**src/hw/xheep_cfg.svh**
```systemverilog
// X-HEEP bridge widths and address map constants
`ifndef XHEEP_CFG_SVH
`define XHEEP_CFG_SVH

// Bus widths
`define XH_ADDR_W 32
`define XH_DATA_W 32

// APB offset bits left once the ESP routing bits are stripped
`define XH_OFFSET_W 20

// Offsets at or above this land in SoC control
`define XH_SOC_CTRL_WRITE_OFFSET 32'h0000_FF00

// X-HEEP and ESP memory map bases
`define XH_SOC_CTRL_START  32'h2000_0000
`define XH_EXT_SLAVE_START 32'hF000_0000
`define XH_ESP_MEM_START   32'h8000_0000

`define XH_SOC_CTRL_REGS 3

`endif
```
**src/hw/xheep_map_pkg.sv**
```systemverilog
// Address map types for the APB offset and the SoC control registers
`default_nettype none

`include "xheep_cfg.svh"

package xheep_map_pkg;

  // Offset within the window ESP allocates to X-HEEP
  typedef logic [`XH_OFFSET_W-1:0] xh_offset_t;

  // Word index inside the SoC control block
  typedef enum logic [1:0] {
    REG_SCRATCH    = 2'd0,
    REG_EXIT_VALUE = 2'd1,
    REG_EXIT_VALID = 2'd2
  } soc_reg_e;

endpackage

`default_nettype wire

```
**src/hw/xheep_bus_pkg.sv**
```systemverilog
// Bus protocol types shared by the OBI links, the bridges and the AXI master
`default_nettype none

`include "xheep_cfg.svh"

package xheep_bus_pkg;

  typedef logic [`XH_ADDR_W-1:0] xh_addr_t;
  typedef logic [`XH_DATA_W-1:0] xh_data_t;

  // AXI4 BRESP / RRESP encodings
  typedef enum logic [1:0] {
    AXI_OKAY   = 2'b00,
    AXI_EXOKAY = 2'b01,
    AXI_SLVERR = 2'b10,
    AXI_DECERR = 2'b11
  } axi_resp_e;

endpackage

`default_nettype wire

```
**src/hw/obi_if.sv**
```systemverilog
// OBI link carrying one request channel and one response channel
`timescale 1ns/1ns
`default_nettype none

interface obi_if
  import xheep_bus_pkg::*;
();

  // Manager to subordinate
  logic     req;
  xh_addr_t addr;
  logic     we;
  xh_data_t wdata;

  // Subordinate to manager
  logic     gnt;
  logic     rvalid;
  xh_data_t rdata;
  logic     err;

  modport manager (
    output req, addr, we, wdata,
    input  gnt, rvalid, rdata, err
  );

  modport subordinate (
    input  req, addr, we, wdata,
    output gnt, rvalid, rdata, err
  );

endinterface

`default_nettype wire

```
**src/hw/xheep_esp_wrapper.sv**
```systemverilog
// ESP to X-HEEP bridge top with APB slave, AXI4 master and exit interrupt
`timescale 1ns/1ns
`default_nettype none

module xheep_esp_wrapper (
  input  logic                     x_heep_clk_i,
  input  logic                     reset_i,
  // APB slave
  input  xheep_bus_pkg::xh_addr_t  paddr_i,
  input  logic                     psel_i,
  input  logic                     penable_i,
  input  logic                     pwrite_i,
  input  xheep_bus_pkg::xh_data_t  pwdata_i,
  output xheep_bus_pkg::xh_data_t  prdata_o,
  output logic                     pready_o,
  output logic                     pslverr_o,
  // AXI4 master
  output logic                     awvalid_o,
  input  logic                     awready_i,
  output xheep_bus_pkg::xh_addr_t  awaddr_o,
  output logic                     wvalid_o,
  input  logic                     wready_i,
  output xheep_bus_pkg::xh_data_t  wdata_o,
  input  logic                     bvalid_i,
  output logic                     bready_o,
  input  xheep_bus_pkg::axi_resp_e bresp_i,
  output logic                     arvalid_o,
  input  logic                     arready_i,
  output xheep_bus_pkg::xh_addr_t  araddr_o,
  input  logic                     rvalid_i,
  output logic                     rready_o,
  input  xheep_bus_pkg::xh_data_t  rdata_i,
  input  xheep_bus_pkg::axi_resp_e rresp_i,
  // Interrupt to ESP
  output logic                     x_heep_intr_o
);

  obi_if bridge_obi ();
  obi_if ctrl_obi ();
  obi_if ext_obi ();

  apb_obi_bridge u_apb_obi_bridge (
    .x_heep_clk_i (x_heep_clk_i),
    .reset_i      (reset_i),
    .paddr_i      (paddr_i),
    .psel_i       (psel_i),
    .penable_i    (penable_i),
    .pwrite_i     (pwrite_i),
    .pwdata_i     (pwdata_i),
    .prdata_o     (prdata_o),
    .pready_o     (pready_o),
    .pslverr_o    (pslverr_o),
    .obi          (bridge_obi.manager)
  );

  obi_window_decoder u_obi_window_decoder (
    .x_heep_clk_i (x_heep_clk_i),
    .reset_i      (reset_i),
    .up           (bridge_obi.subordinate),
    .ctrl         (ctrl_obi.manager),
    .ext          (ext_obi.manager)
  );

  soc_ctrl_regs u_soc_ctrl_regs (
    .x_heep_clk_i  (x_heep_clk_i),
    .reset_i       (reset_i),
    .obi           (ctrl_obi.subordinate),
    .x_heep_intr_o (x_heep_intr_o)
  );

  obi_axi_master u_obi_axi_master (
    .x_heep_clk_i (x_heep_clk_i),
    .reset_i      (reset_i),
    .obi          (ext_obi.subordinate),
    .awvalid_o    (awvalid_o),
    .awready_i    (awready_i),
    .awaddr_o     (awaddr_o),
    .wvalid_o     (wvalid_o),
    .wready_i     (wready_i),
    .wdata_o      (wdata_o),
    .bvalid_i     (bvalid_i),
    .bready_o     (bready_o),
    .bresp_i      (bresp_i),
    .arvalid_o    (arvalid_o),
    .arready_i    (arready_i),
    .araddr_o     (araddr_o),
    .rvalid_i     (rvalid_i),
    .rready_o     (rready_o),
    .rdata_i      (rdata_i),
    .rresp_i      (rresp_i)
  );

endmodule

`default_nettype wire

```
**src/hw/obi_axi_master.sv**
```systemverilog
// OBI subordinate issuing single-beat AXI4 transfers rebased into ESP memory
`timescale 1ns/1ns
`default_nettype none

`include "xheep_cfg.svh"

module obi_axi_master
  import xheep_bus_pkg::*;
(
  input  logic       x_heep_clk_i,
  input  logic       reset_i,
  obi_if.subordinate obi,
  // AW
  output logic       awvalid_o,
  input  logic       awready_i,
  output xh_addr_t   awaddr_o,
  // W
  output logic       wvalid_o,
  input  logic       wready_i,
  output xh_data_t   wdata_o,
  // B
  input  logic       bvalid_i,
  output logic       bready_o,
  input  axi_resp_e  bresp_i,
  // AR
  output logic       arvalid_o,
  input  logic       arready_i,
  output xh_addr_t   araddr_o,
  // R
  input  logic       rvalid_i,
  output logic       rready_o,
  input  xh_data_t   rdata_i,
  input  axi_resp_e  rresp_i
);

  typedef enum logic [2:0] {
    IDLE,
    WRITE_ADDR_DATA,
    WRITE_RESP,
    READ_ADDR,
    READ_DATA,
    REPLY
  } state_e;

  state_e   state_q, state_d;
  logic     accept;
  logic     aw_hs, w_hs;
  logic     aw_done_q, w_done_q;
  xh_addr_t addr_q;
  xh_data_t wdata_q;
  xh_data_t rdata_q;
  logic     err_q;

  // SLVERR and DECERR both report as OBI err
  function automatic logic is_error(axi_resp_e resp);
    return !(resp inside {AXI_OKAY, AXI_EXOKAY});
  endfunction

  assign accept     = obi.req && (state_q == IDLE);
  assign obi.gnt    = accept;
  assign obi.rvalid = (state_q == REPLY);
  assign obi.rdata  = rdata_q;
  assign obi.err    = err_q;

  // AW and W go out together, each drops once accepted
  assign awvalid_o = (state_q == WRITE_ADDR_DATA) && !aw_done_q;
  assign wvalid_o  = (state_q == WRITE_ADDR_DATA) && !w_done_q;
  assign aw_hs     = awvalid_o && awready_i;
  assign w_hs      = wvalid_o && wready_i;
  assign bready_o  = (state_q == WRITE_RESP);
  assign arvalid_o = (state_q == READ_ADDR);
  assign rready_o  = (state_q == READ_DATA);

  assign awaddr_o = addr_q;
  assign araddr_o = addr_q;
  assign wdata_o  = wdata_q;

  always_comb begin
    state_d = state_q;
    case (state_q)
      IDLE: begin
        if (accept) state_d = obi.we ? WRITE_ADDR_DATA : READ_ADDR;
      end
      WRITE_ADDR_DATA: begin
        if ((aw_done_q || aw_hs) && (w_done_q || w_hs)) state_d = WRITE_RESP;
      end
      WRITE_RESP: begin
        if (bvalid_i) state_d = REPLY;
      end
      READ_ADDR: begin
        if (arready_i) state_d = READ_DATA;
      end
      READ_DATA: begin
        if (rvalid_i) state_d = REPLY;
      end
      default: state_d = IDLE;
    endcase
  end

  always_ff @(posedge x_heep_clk_i) begin
    if (reset_i) begin
      state_q   <= IDLE;
      aw_done_q <= 1'b0;
      w_done_q  <= 1'b0;
    end else begin
      state_q <= state_d;
      if (state_d != WRITE_ADDR_DATA) begin
        aw_done_q <= 1'b0;
        w_done_q  <= 1'b0;
      end else begin
        if (aw_hs) aw_done_q <= 1'b1;
        if (w_hs) w_done_q <= 1'b1;
      end
    end
  end

  always_ff @(posedge x_heep_clk_i) begin
    if (accept) begin
      // External slave window maps onto ESP memory
      addr_q  <= obi.addr - `XH_EXT_SLAVE_START + `XH_ESP_MEM_START;
      wdata_q <= obi.wdata;
    end
    if (bready_o && bvalid_i) begin
      rdata_q <= '0;
      err_q   <= is_error(bresp_i);
    end
    if (rready_o && rvalid_i) begin
      rdata_q <= rdata_i;
      err_q   <= is_error(rresp_i);
    end
  end

endmodule

`default_nettype wire

```
**src/hw/soc_ctrl_regs.sv**
```systemverilog
// SoC control register block with scratch, exit value and exit interrupt
`timescale 1ns/1ns
`default_nettype none

`include "xheep_cfg.svh"

module soc_ctrl_regs
  import xheep_bus_pkg::*;
  import xheep_map_pkg::*;
(
  input  logic       x_heep_clk_i,
  input  logic       reset_i,
  obi_if.subordinate obi,
  output logic       x_heep_intr_o
);

  xh_addr_t rel_addr;
  soc_reg_e reg_idx;
  logic     in_range;
  logic     wr_en;
  xh_data_t rd_value;

  xh_data_t scratch_q;
  xh_data_t exit_value_q;
  logic     exit_valid_q;
  logic     rvalid_q;
  xh_data_t rdata_q;
  logic     err_q;

  // Word index relative to the block base
  assign rel_addr = obi.addr - `XH_SOC_CTRL_START;
  assign reg_idx  = soc_reg_e'(rel_addr[3:2]);
  assign in_range = rel_addr[`XH_ADDR_W-1:2] < `XH_SOC_CTRL_REGS;
  assign wr_en    = obi.req && obi.we && in_range;

  assign obi.gnt    = obi.req;
  assign obi.rvalid = rvalid_q;
  assign obi.rdata  = rdata_q;
  assign obi.err    = err_q;

  assign x_heep_intr_o = exit_valid_q;

  always_comb begin
    case (reg_idx)
      REG_SCRATCH:    rd_value = scratch_q;
      REG_EXIT_VALUE: rd_value = exit_value_q;
      REG_EXIT_VALID: rd_value = {{(`XH_DATA_W-1){1'b0}}, exit_valid_q};
      default:        rd_value = '0;
    endcase
  end

  always_ff @(posedge x_heep_clk_i) begin
    if (reset_i) begin
      scratch_q    <= '0;
      exit_value_q <= '0;
      exit_valid_q <= 1'b0;
      rvalid_q     <= 1'b0;
    end else begin
      rvalid_q <= obi.req;
      if (wr_en) begin
        case (reg_idx)
          REG_SCRATCH:    scratch_q    <= obi.wdata;
          REG_EXIT_VALUE: exit_value_q <= obi.wdata;
          REG_EXIT_VALID: exit_valid_q <= obi.wdata[0];
          default:        scratch_q    <= scratch_q;
        endcase
      end
    end
  end

  // Reads see the value from before a same-cycle write
  always_ff @(posedge x_heep_clk_i) begin
    if (obi.req) begin
      rdata_q <= in_range ? rd_value : '0;
      err_q   <= !in_range;
    end
  end

endmodule

`default_nettype wire

```
**src/hw/obi_window_decoder.sv**
```systemverilog
// Maps the APB offset into the X-HEEP map and routes OBI to SoC control or external slave
`timescale 1ns/1ns
`default_nettype none

`include "xheep_cfg.svh"

module obi_window_decoder
  import xheep_bus_pkg::*;
  import xheep_map_pkg::*;
(
  input  logic       x_heep_clk_i,
  input  logic       reset_i,
  obi_if.subordinate up,
  obi_if.manager     ctrl,
  obi_if.manager     ext
);

  typedef enum logic {
    TGT_EXT,
    TGT_CTRL
  } target_e;

  xh_offset_t offset;
  xh_addr_t   offset_ext;
  target_e    target;
  target_e    target_q;

  assign offset     = up.addr[`XH_OFFSET_W-1:0];
  assign offset_ext = xh_addr_t'(offset);
  assign target     = (offset_ext >= `XH_SOC_CTRL_WRITE_OFFSET) ? TGT_CTRL : TGT_EXT;

  // SoC control window starts at the write offset
  assign ctrl.req   = up.req && (target == TGT_CTRL);
  assign ctrl.addr  = `XH_SOC_CTRL_START + (offset_ext - `XH_SOC_CTRL_WRITE_OFFSET);
  assign ctrl.we    = up.we;
  assign ctrl.wdata = up.wdata;

  // Everything lower is RAM window traffic for the external slave port
  assign ext.req    = up.req && (target == TGT_EXT);
  assign ext.addr   = `XH_EXT_SLAVE_START + offset_ext;
  assign ext.we     = up.we;
  assign ext.wdata  = up.wdata;

  assign up.gnt = (target == TGT_CTRL) ? ctrl.gnt : ext.gnt;

  // Response follows the target that granted, not the current address
  assign up.rvalid = (target_q == TGT_CTRL) ? ctrl.rvalid : ext.rvalid;
  assign up.rdata  = (target_q == TGT_CTRL) ? ctrl.rdata  : ext.rdata;
  assign up.err    = (target_q == TGT_CTRL) ? ctrl.err    : ext.err;

  always_ff @(posedge x_heep_clk_i) begin
    if (reset_i) begin
      target_q <= TGT_EXT;
    end else if (up.req && up.gnt) begin
      target_q <= target;
    end
  end

endmodule

`default_nettype wire

```
**src/hw/apb_obi_bridge.sv**
```systemverilog
// APB slave that turns each APB access into a single OBI transaction
`timescale 1ns/1ns
`default_nettype none

`include "xheep_cfg.svh"

module apb_obi_bridge
  import xheep_bus_pkg::*;
  import xheep_map_pkg::*;
(
  input  logic     x_heep_clk_i,
  input  logic     reset_i,
  input  xh_addr_t paddr_i,
  input  logic     psel_i,
  input  logic     penable_i,
  input  logic     pwrite_i,
  input  xh_data_t pwdata_i,
  output xh_data_t prdata_o,
  output logic     pready_o,
  output logic     pslverr_o,
  obi_if.manager   obi
);

  typedef enum logic [1:0] {
    IDLE,
    REQUEST,
    RESPONSE,
    DONE
  } state_e;

  state_e     state_q, state_d;
  xh_offset_t offset;
  xh_data_t   rdata_q;
  logic       err_q;

  // ESP routing bits sit above the offset and are dropped here
  assign offset = paddr_i[`XH_OFFSET_W-1:0];

  // APB keeps address and data stable until pready, so they feed OBI directly
  assign obi.req   = (state_q == REQUEST);
  assign obi.addr  = {{(`XH_ADDR_W-`XH_OFFSET_W){1'b0}}, offset};
  assign obi.we    = pwrite_i;
  assign obi.wdata = pwdata_i;

  assign pready_o  = (state_q == DONE);
  assign pslverr_o = (state_q == DONE) && err_q;
  assign prdata_o  = rdata_q;

  always_comb begin
    state_d = state_q;
    case (state_q)
      IDLE: begin
        if (psel_i && penable_i) state_d = REQUEST;
      end
      REQUEST: begin
        if (obi.gnt) state_d = RESPONSE;
      end
      RESPONSE: begin
        if (obi.rvalid) state_d = DONE;
      end
      default: state_d = IDLE;
    endcase
  end

  always_ff @(posedge x_heep_clk_i) begin
    if (reset_i) begin
      state_q <= IDLE;
    end else begin
      state_q <= state_d;
    end
  end

  // Response is held until the APB access completes
  always_ff @(posedge x_heep_clk_i) begin
    if (state_q == RESPONSE && obi.rvalid) begin
      rdata_q <= obi.rdata;
      err_q   <= obi.err;
    end
  end

endmodule

`default_nettype wire

```
**config.mk**
```make
export PLATFORM = sky130hd
export DESIGN_NAME = xheep_esp_wrapper
export DESIGN_NICKNAME = d
export VERILOG_FILES = /design/src/hw/xheep_map_pkg.sv /design/src/hw/xheep_bus_pkg.sv /design/src/hw/obi_if.sv /design/src/hw/xheep_esp_wrapper.sv /design/src/hw/obi_axi_master.sv /design/src/hw/soc_ctrl_regs.sv /design/src/hw/obi_window_decoder.sv /design/src/hw/apb_obi_bridge.sv
export VERILOG_INCLUDE_DIRS = /design/src /design/src/hw
export SDC_FILE = /design/constraint.sdc
export NUM_CORES = 1
export LEC_CHECK = 0
export BUFFER_PORTS_ARGS = -buffer_cell sky130_fd_sc_hd__buf_2
export CAP_MARGIN = 10
export CELL_PAD_IN_SITES_DETAIL_PLACEMENT = 0
export CELL_PAD_IN_SITES_GLOBAL_PLACEMENT = 2
export CORE_ASPECT_RATIO = 1.75
export CORE_MARGIN = 3
export CORE_UTILIZATION = 35
export CTS_CLUSTER_SIZE = 10
export DETAILED_ROUTE_END_ITERATION = 16
export GPL_ROUTABILITY_DRIVEN = 0
export PLACE_DENSITY = 0.88
export SYNTH_ARGS = -nofsm -noshare
export SYNTH_HDL_FRONTEND = slang
export SYNTH_HIERARCHICAL = 1
export SYNTH_SLANG_ARGS = --single-unit
```
**constraint.sdc**
```tcl
create_clock -name x_heep_clk_i -period 12.86 [get_ports x_heep_clk_i]
set_clock_uncertainty 0.1 [all_clocks]
set_input_delay 0 -clock x_heep_clk_i [delete_from_list [all_inputs] [get_ports x_heep_clk_i]]
set_output_delay 0 -clock x_heep_clk_i [all_outputs]
set_load 0.01 [all_outputs]
```
After elaboration in Yosys (flattened, before gate mapping)
Index checks and enable logic that the tools add are counted.

Output and inout port bits: 136. Input bits: 110. RAM bits: 0. Memory bits (read-only): 0. Bits in latches: 0. Bits in registers: 237. Memories: 0.

Shifts and indexed selects: 0. $lt $le $gt $ge: 2. $mul: 0. Reduce and logical (&&, ||, !) cells: 36. Eq/ne operators: 16. Divide/modulo/power cells: 0. Add/sub/neg operators: 6. Bitwise operators: 1. Muxes and demuxes: 21.

Operators with widths (count): $mux 32 (3); $pmux 32 s3 (1); $add 30x32->32 const A (1); $add 32x32->32 const B (1); $sub 32x30->32 const B (1); $sub 30x29->31 const B (1); $add 29x21->30 const A (1); $lt 30x2->1 const B (1); $sub 20x16->21 const B (1); $ge 20x16->1 const B (1); $logic_and 1x1->1 (16); $mux 3 (5); $pmux 3 s5 (1); $eq 2x1->1 const B (4); $logic_not 2->1 (4); $mux 2 (4); $eq 2x2->1 const B (3); $eq 3x2->1 const B (2); $eq 3x3->1 const B (2); $mux 1 (6); $pmux 2 s3 (1); $reduce_and 2->1 (3); $reduce_bool 2->1 (3); $logic_not 1->1 (5); 9 further kinds (11).

Logic depth before layout (Yosys ltp)
Depth in word-level cells: 9. Depth in mapped cells: 13.

By module
The synthesis kept the hierarchy.

By module, submodules not included: soc_ctrl_regs (cells an instance 382, sequential area each 2312.2 µm², area an instance 4424.2 µm², times used 1); obi_axi_master (cells an instance 211, sequential area each 3012.9 µm², area an instance 3789.9 µm², times used 1); apb_obi_bridge (cells an instance 121, sequential area each 1031.0 µm², area an instance 1674.1 µm², times used 1); obi_window_decoder (cells an instance 199, sequential area each 20.0 µm², area an instance 1611.5 µm², times used 1).

Worst setup path before layout
No wires, ideal clock.

Kind: input-to-reg. Start point: input paddr_i[17]. End point: register u_apb_obi_bridge.state_q[0]. Arrival: 9440 ps. Setup slack: 3197 ps. Buffers on the path: 1. Stages: 9. Cells stage by stage: buf_4 -> or4_4 -> a211oi_4 -> and2_1 -> nor4b_1 -> mux2_4 -> inv_1 -> a222oi_1 -> mux2_1.

Word-level cells in the longest chain between the ends: 8.

Ends and longest elaborated chain: start: declaration (RTL line xheep_esp_wrapper.sv:9) `input xheep_bus_pkg::xh_addr_t paddr_i,`; $ge 20x16->1 (no source line); $mux 1 (RTL line obi_window_decoder.sv:30) `` assign target = (offset_ext >= `XH_SOC_CTRL_WRITE_OFFSET) ? TGT_CTRL : TGT_EXT; ``; $not 1->1 (RTL line obi_window_decoder.sv:39) `assign ext.req = up.req && (target == TGT_EXT);`; $logic_and 1x1->1 (RTL line obi_window_decoder.sv:39); via ext_obi.req (RTL line obi_if.sv:10) `logic req;`; $logic_and 1x1->1 (RTL line obi_axi_master.sv:59) `assign accept = obi.req && (state_q == IDLE);`; via ext_obi.gnt (RTL line obi_if.sv:16) `logic gnt;`; $mux 1 (RTL line obi_window_decoder.sv:44) `assign up.gnt = (target == TGT_CTRL) ? ctrl.gnt : ext.gnt;`; via bridge_obi.gnt (RTL line obi_if.sv:16); $ne 2x2->1 (no source line); $reduce_and 3->1 (no source line); end signal: assignment (RTL line apb_obi_bridge.sv:69) `state_q <= state_d;`; end: declaration (RTL line apb_obi_bridge.sv:31) `state_e state_q, state_d;`.

The timed path passes the listed nets, and every way through them passes these cells. A chain may end at the register's enable or synchronous reset.

Worst setup path after layout
Start point: input paddr_i[17]. End point: register u_obi_axi_master.w_done_q.

Word-level cells in the longest chain between the ends: 9.

Ends and longest elaborated chain: $ge 20x16->1 (no source line); $mux 1 (RTL line obi_window_decoder.sv:30); $not 1->1 (RTL line obi_window_decoder.sv:39); $logic_and 1x1->1 (RTL line obi_window_decoder.sv:39); via ext_obi.req (RTL line obi_if.sv:10); $logic_and 1x1->1 (RTL line obi_axi_master.sv:59); via ext_obi.gnt (RTL line obi_if.sv:16); $mux 3 (RTL line obi_axi_master.sv:82) `if (accept) state_d = obi.we ? WRITE_ADDR_DATA : READ_ADDR;`; $pmux 3 s5 (RTL line obi_axi_master.sv:80) `case (state_q)`; $ne 3x1->1 (RTL line obi_axi_master.sv:107) `if (state_d != WRITE_ADDR_DATA) begin`; $reduce_or 2->1 (no source line); end signal: assignment (RTL line obi_axi_master.sv:104) `w_done_q <= 1'b0;`; end signal: assignment (RTL line obi_axi_master.sv:109) `w_done_q <= 1'b0;`; end signal: assignment (RTL line obi_axi_master.sv:112) `if (w_hs) w_done_q <= 1'b1;`; end: declaration (RTL line obi_axi_master.sv:48) `logic aw_done_q, w_done_q;`.

The timed path passes the listed nets, and every way through them passes these cells.

==> flow_summary_export.csv <==
group,metric,value,unit
final_layout,nets,1157,
final_layout,stdcell_count,1455,
min_path,hold_end,"u_obi_axi_master/araddr_o[2]",
drt,viasPerCell,4.425,
sta,relSlewSlack,0.3078,
final_layout,nFillCells,2900,
global_routing,grt_overflow,0,
yosys,netlist_area,11390,sq um
drt,drtPass1Iterations,4,
critical_path,r2r-start,"u_apb_obi_bridge/state_q[1]",
critical_path,worstPathRequired,13.22,ns
clocking,cts_made_buffers,27,
drt,post_drt_wl_per_cell,16.74,um
sta,report.final.setup_viol,0,
drt,vias,6438,
critical_path,start_kind,"input pin",
die,core_area,31740,sq um
min_path,hold_class,"in2reg",
global_routing,gr-usage-all-layers,0.1366,
power_and_ir_drop,ir_worst_vdd,83.32,uV
global_routing,grt_busiest_layer,"met2",
die,floorplan.initialDensity,0.3588,
global_routing,antenna_found_initial,0,
global_routing,grt_pass1_wl,37240,um
sta,rsz0062_at_grt,"false",
run_status,status,"complete, no violations",
critical_path,cp_max_fo,66,
power_and_ir_drop,leakage,5.104,nW
critical_path,arrival,3.95,ns
critical_path,cpMostUsedCell,"dlygate4sd3_1",
critical_path,reg2regPathDepth,8,
die,dieArea,34830,sq um
sta,fin_ws,9.273,ns
global_routing,grtUsageMet1,0.1658,
sta,fmaxAchievable,0.2788,GHz
clocking,h-tree-depth,1,
sta,period_needed,3.587,ns
drt,antenna_left,0,
critical_path,path_buf_inv,4,
clocking,clock_sinks,237,
clocking,worstSkewPairLatency,0.53,ns
critical_path,r2r_setup_slack,9.65,ns
sta,slew_viol_final,0,
clocking,postCtsResizedCells,0,
yosys,synthCells,898,
sta,tightestPinTransition,1.038,ns
critical_path,r2r_end,"u_obi_axi_master/w_done_q",
final_layout,antenna_cells,0,
critical_path,end_kind,"flop",
critical_path,critPathSlowestCell,"buf_4",
global_routing,grt_pass1_vias,6830,
die,boundaryPins,246,
final_layout,multiInputGateArea,3327,sq um
final_layout,final_cell_area,13180,sq um
min_path,whs_path_depth,2,
critical_path,crit_family,"buffers and inverters",
drt,drt_iter0_drc,230,
critical_path,cp_slowest_stage_delay,0.83,ns
global_routing,grt_max_degree,106,
power_and_ir_drop,total_power,1.716,mW
critical_path,worstPathCellList,"dlygate4sd3_1 > buf_2 > or4_4 > a211oi_4 > and2_1 > nor4b_2 > buf_4 > nor4_1 > a211oi_1 > dlygate4sd3_1",
yosys,yosys_warnings,6,
clocking,clock_path_buffers,3,
clocking,cts_setup_buffers,0,
final_layout,drive_above_1_share,0.3078,
sta,finalCritPeriodShare,0.2789,
die,die_w,142.4,um
yosys,avgSynthCellArea,12.68,sq um
die,row_count,86,
sta,fin_setup_tns,0,ns
final_layout,register_area,6377,sq um
drt,wl,24350,um
placed_design,dp_cells,1309,
sta,finalHoldViolCount,0,
min_path,min_from,"paddr_i[2]",
die,fp.dieH,244.7,um
job,drv_cap,0,
global_routing,use_met2,0.2412,
placed_design,post_dp_cell_area,11450,sq um
clocking,clkTransAtPathRegs,0.06,ns
final_layout,area_growth,15.70,%
clocking,clock-root-buffer,"clkbuf_16",
placed_design,io_buffers,231,
power_and_ir_drop,powerDensity,130.2,nW/um^2
placed_design,place_ws,8.976,ns
global_routing,grt_use_met3,0.02047,
critical_path,criticalPathCategory,"in2reg",
placed_design,hpwlAfterDp,15660,um
clocking,cts_tree,"yes",
critical_path,worstSetupStartpoint,"paddr_i[17]",
drt,route.detailed.drc,0,
## worst max-delay path by stage
| stage | end | slack, ns | depth (start not counted) |
|---|---|---|---|
| floorplan | u_apb_obi_bridge/state_q[0] | 3.20 | 9 |
| global placement | u_soc_ctrl_regs/scratch_q[16] | 9.04 | 11 |
| detailed placement | u_soc_ctrl_regs/scratch_q[12] | 8.98 | 11 |
| CTS | u_obi_axi_master/w_done_q | 9.26 | 10 |
| global route | u_obi_axi_master/aw_done_q | 9.11 | 10 |
| finish | u_obi_axi_master/w_done_q | 9.27 | 10 |
## final cells by class
cell class	instances	share of cell area
repair buffers	335	0.1654
well taps	396	0.03760
flip-flops and latches	237	0.4839
inverters	11	0.003133
multi-input cells	427	0.2524
clock buffers	49	0.05753
## power breakdown
part / internal (mW) / leakage [nW] / switching, mW / total, mW
clock network: 0.392 / 0.359 / 0.285 / 0.677
registers: 0.863 / 2.04 / 0.0225 / 0.886
logic: 0.0764 / 2.71 / 0.0766 / 0.153
## state kept, by name, summed over array words and instances, names as in the netlist, 2 cells and up
signal,flops
u_apb_obi_bridge/prdata_o,32
u_obi_axi_master/araddr_o,32
u_soc_ctrl_regs/scratch_q,32
u_soc_ctrl_regs/exit_value_q,32
u_obi_axi_master/obi.rdata,32
u_soc_ctrl_regs/obi.rdata,32
u_apb_obi_bridge/state_q,2
u_obi_axi_master/wdata_o,32
u_obi_axi_master/state_q,3
## repair_timing
item,4_1_cts,5_1_grt
hold buffers,97,0
hold endpoints to repair,159,0
endpoints found under the setup margin,0,0
## cells in the final DEF (no fill, tap or decap), types with 5 or more instances in the layout
cell             n
edfxtp_1       163
mux2_2          36
nand2b_1       100
nand3_1          5
a21oi_1          6
clkbuf_16       27
nor2_1          42
a211oi_1         5
dlygate4sd3_1   97
conb_1          14
clkbuf_1        22
xor2_1           8
and2_1          34
buf_4            7
xnor2_1          5
nor4_1           8
dfxtp_1         73
or4_4            5
inv_1           11
mux2i_1         98
buf_2          231
ha_1             8
## routing by layer
metal	vias up	share of wire
met4	0	0.031
met5	-	0
met2	172	0.51
met3	40	0.046
li1	3174	-
met1	3052	0.42
## per-stage QoR
| step | hold WS, ns | utilization |
|---|---|---|
| after floorplan | -0.02762 | - |
| after global placement | 0.09361 | 0.3607 |
| after detailed placement | 0.09446 | 0.3607 |
| after CTS | 0.06157 | 0.4152 |
| after global routing | 0.08353 | 0.4152 |
| final | 0.08654 | 0.4152 |
## worst reg2reg max path: cells and delay by family (launching register included)
| kind | cells | cell delay (ns) |
|---|---|---|
| buffers and inverters | 3 | 1.51 |
| and+or+nand+nor | 3 | 0.70 |
| DFF | 1 | 0.36 |
| adders and majority gates | 1 | 0.24 |
| AOI/OAI and AO/OA | 1 | 0.24 |
Note: power is estimated with default switching activity, not from simulation.
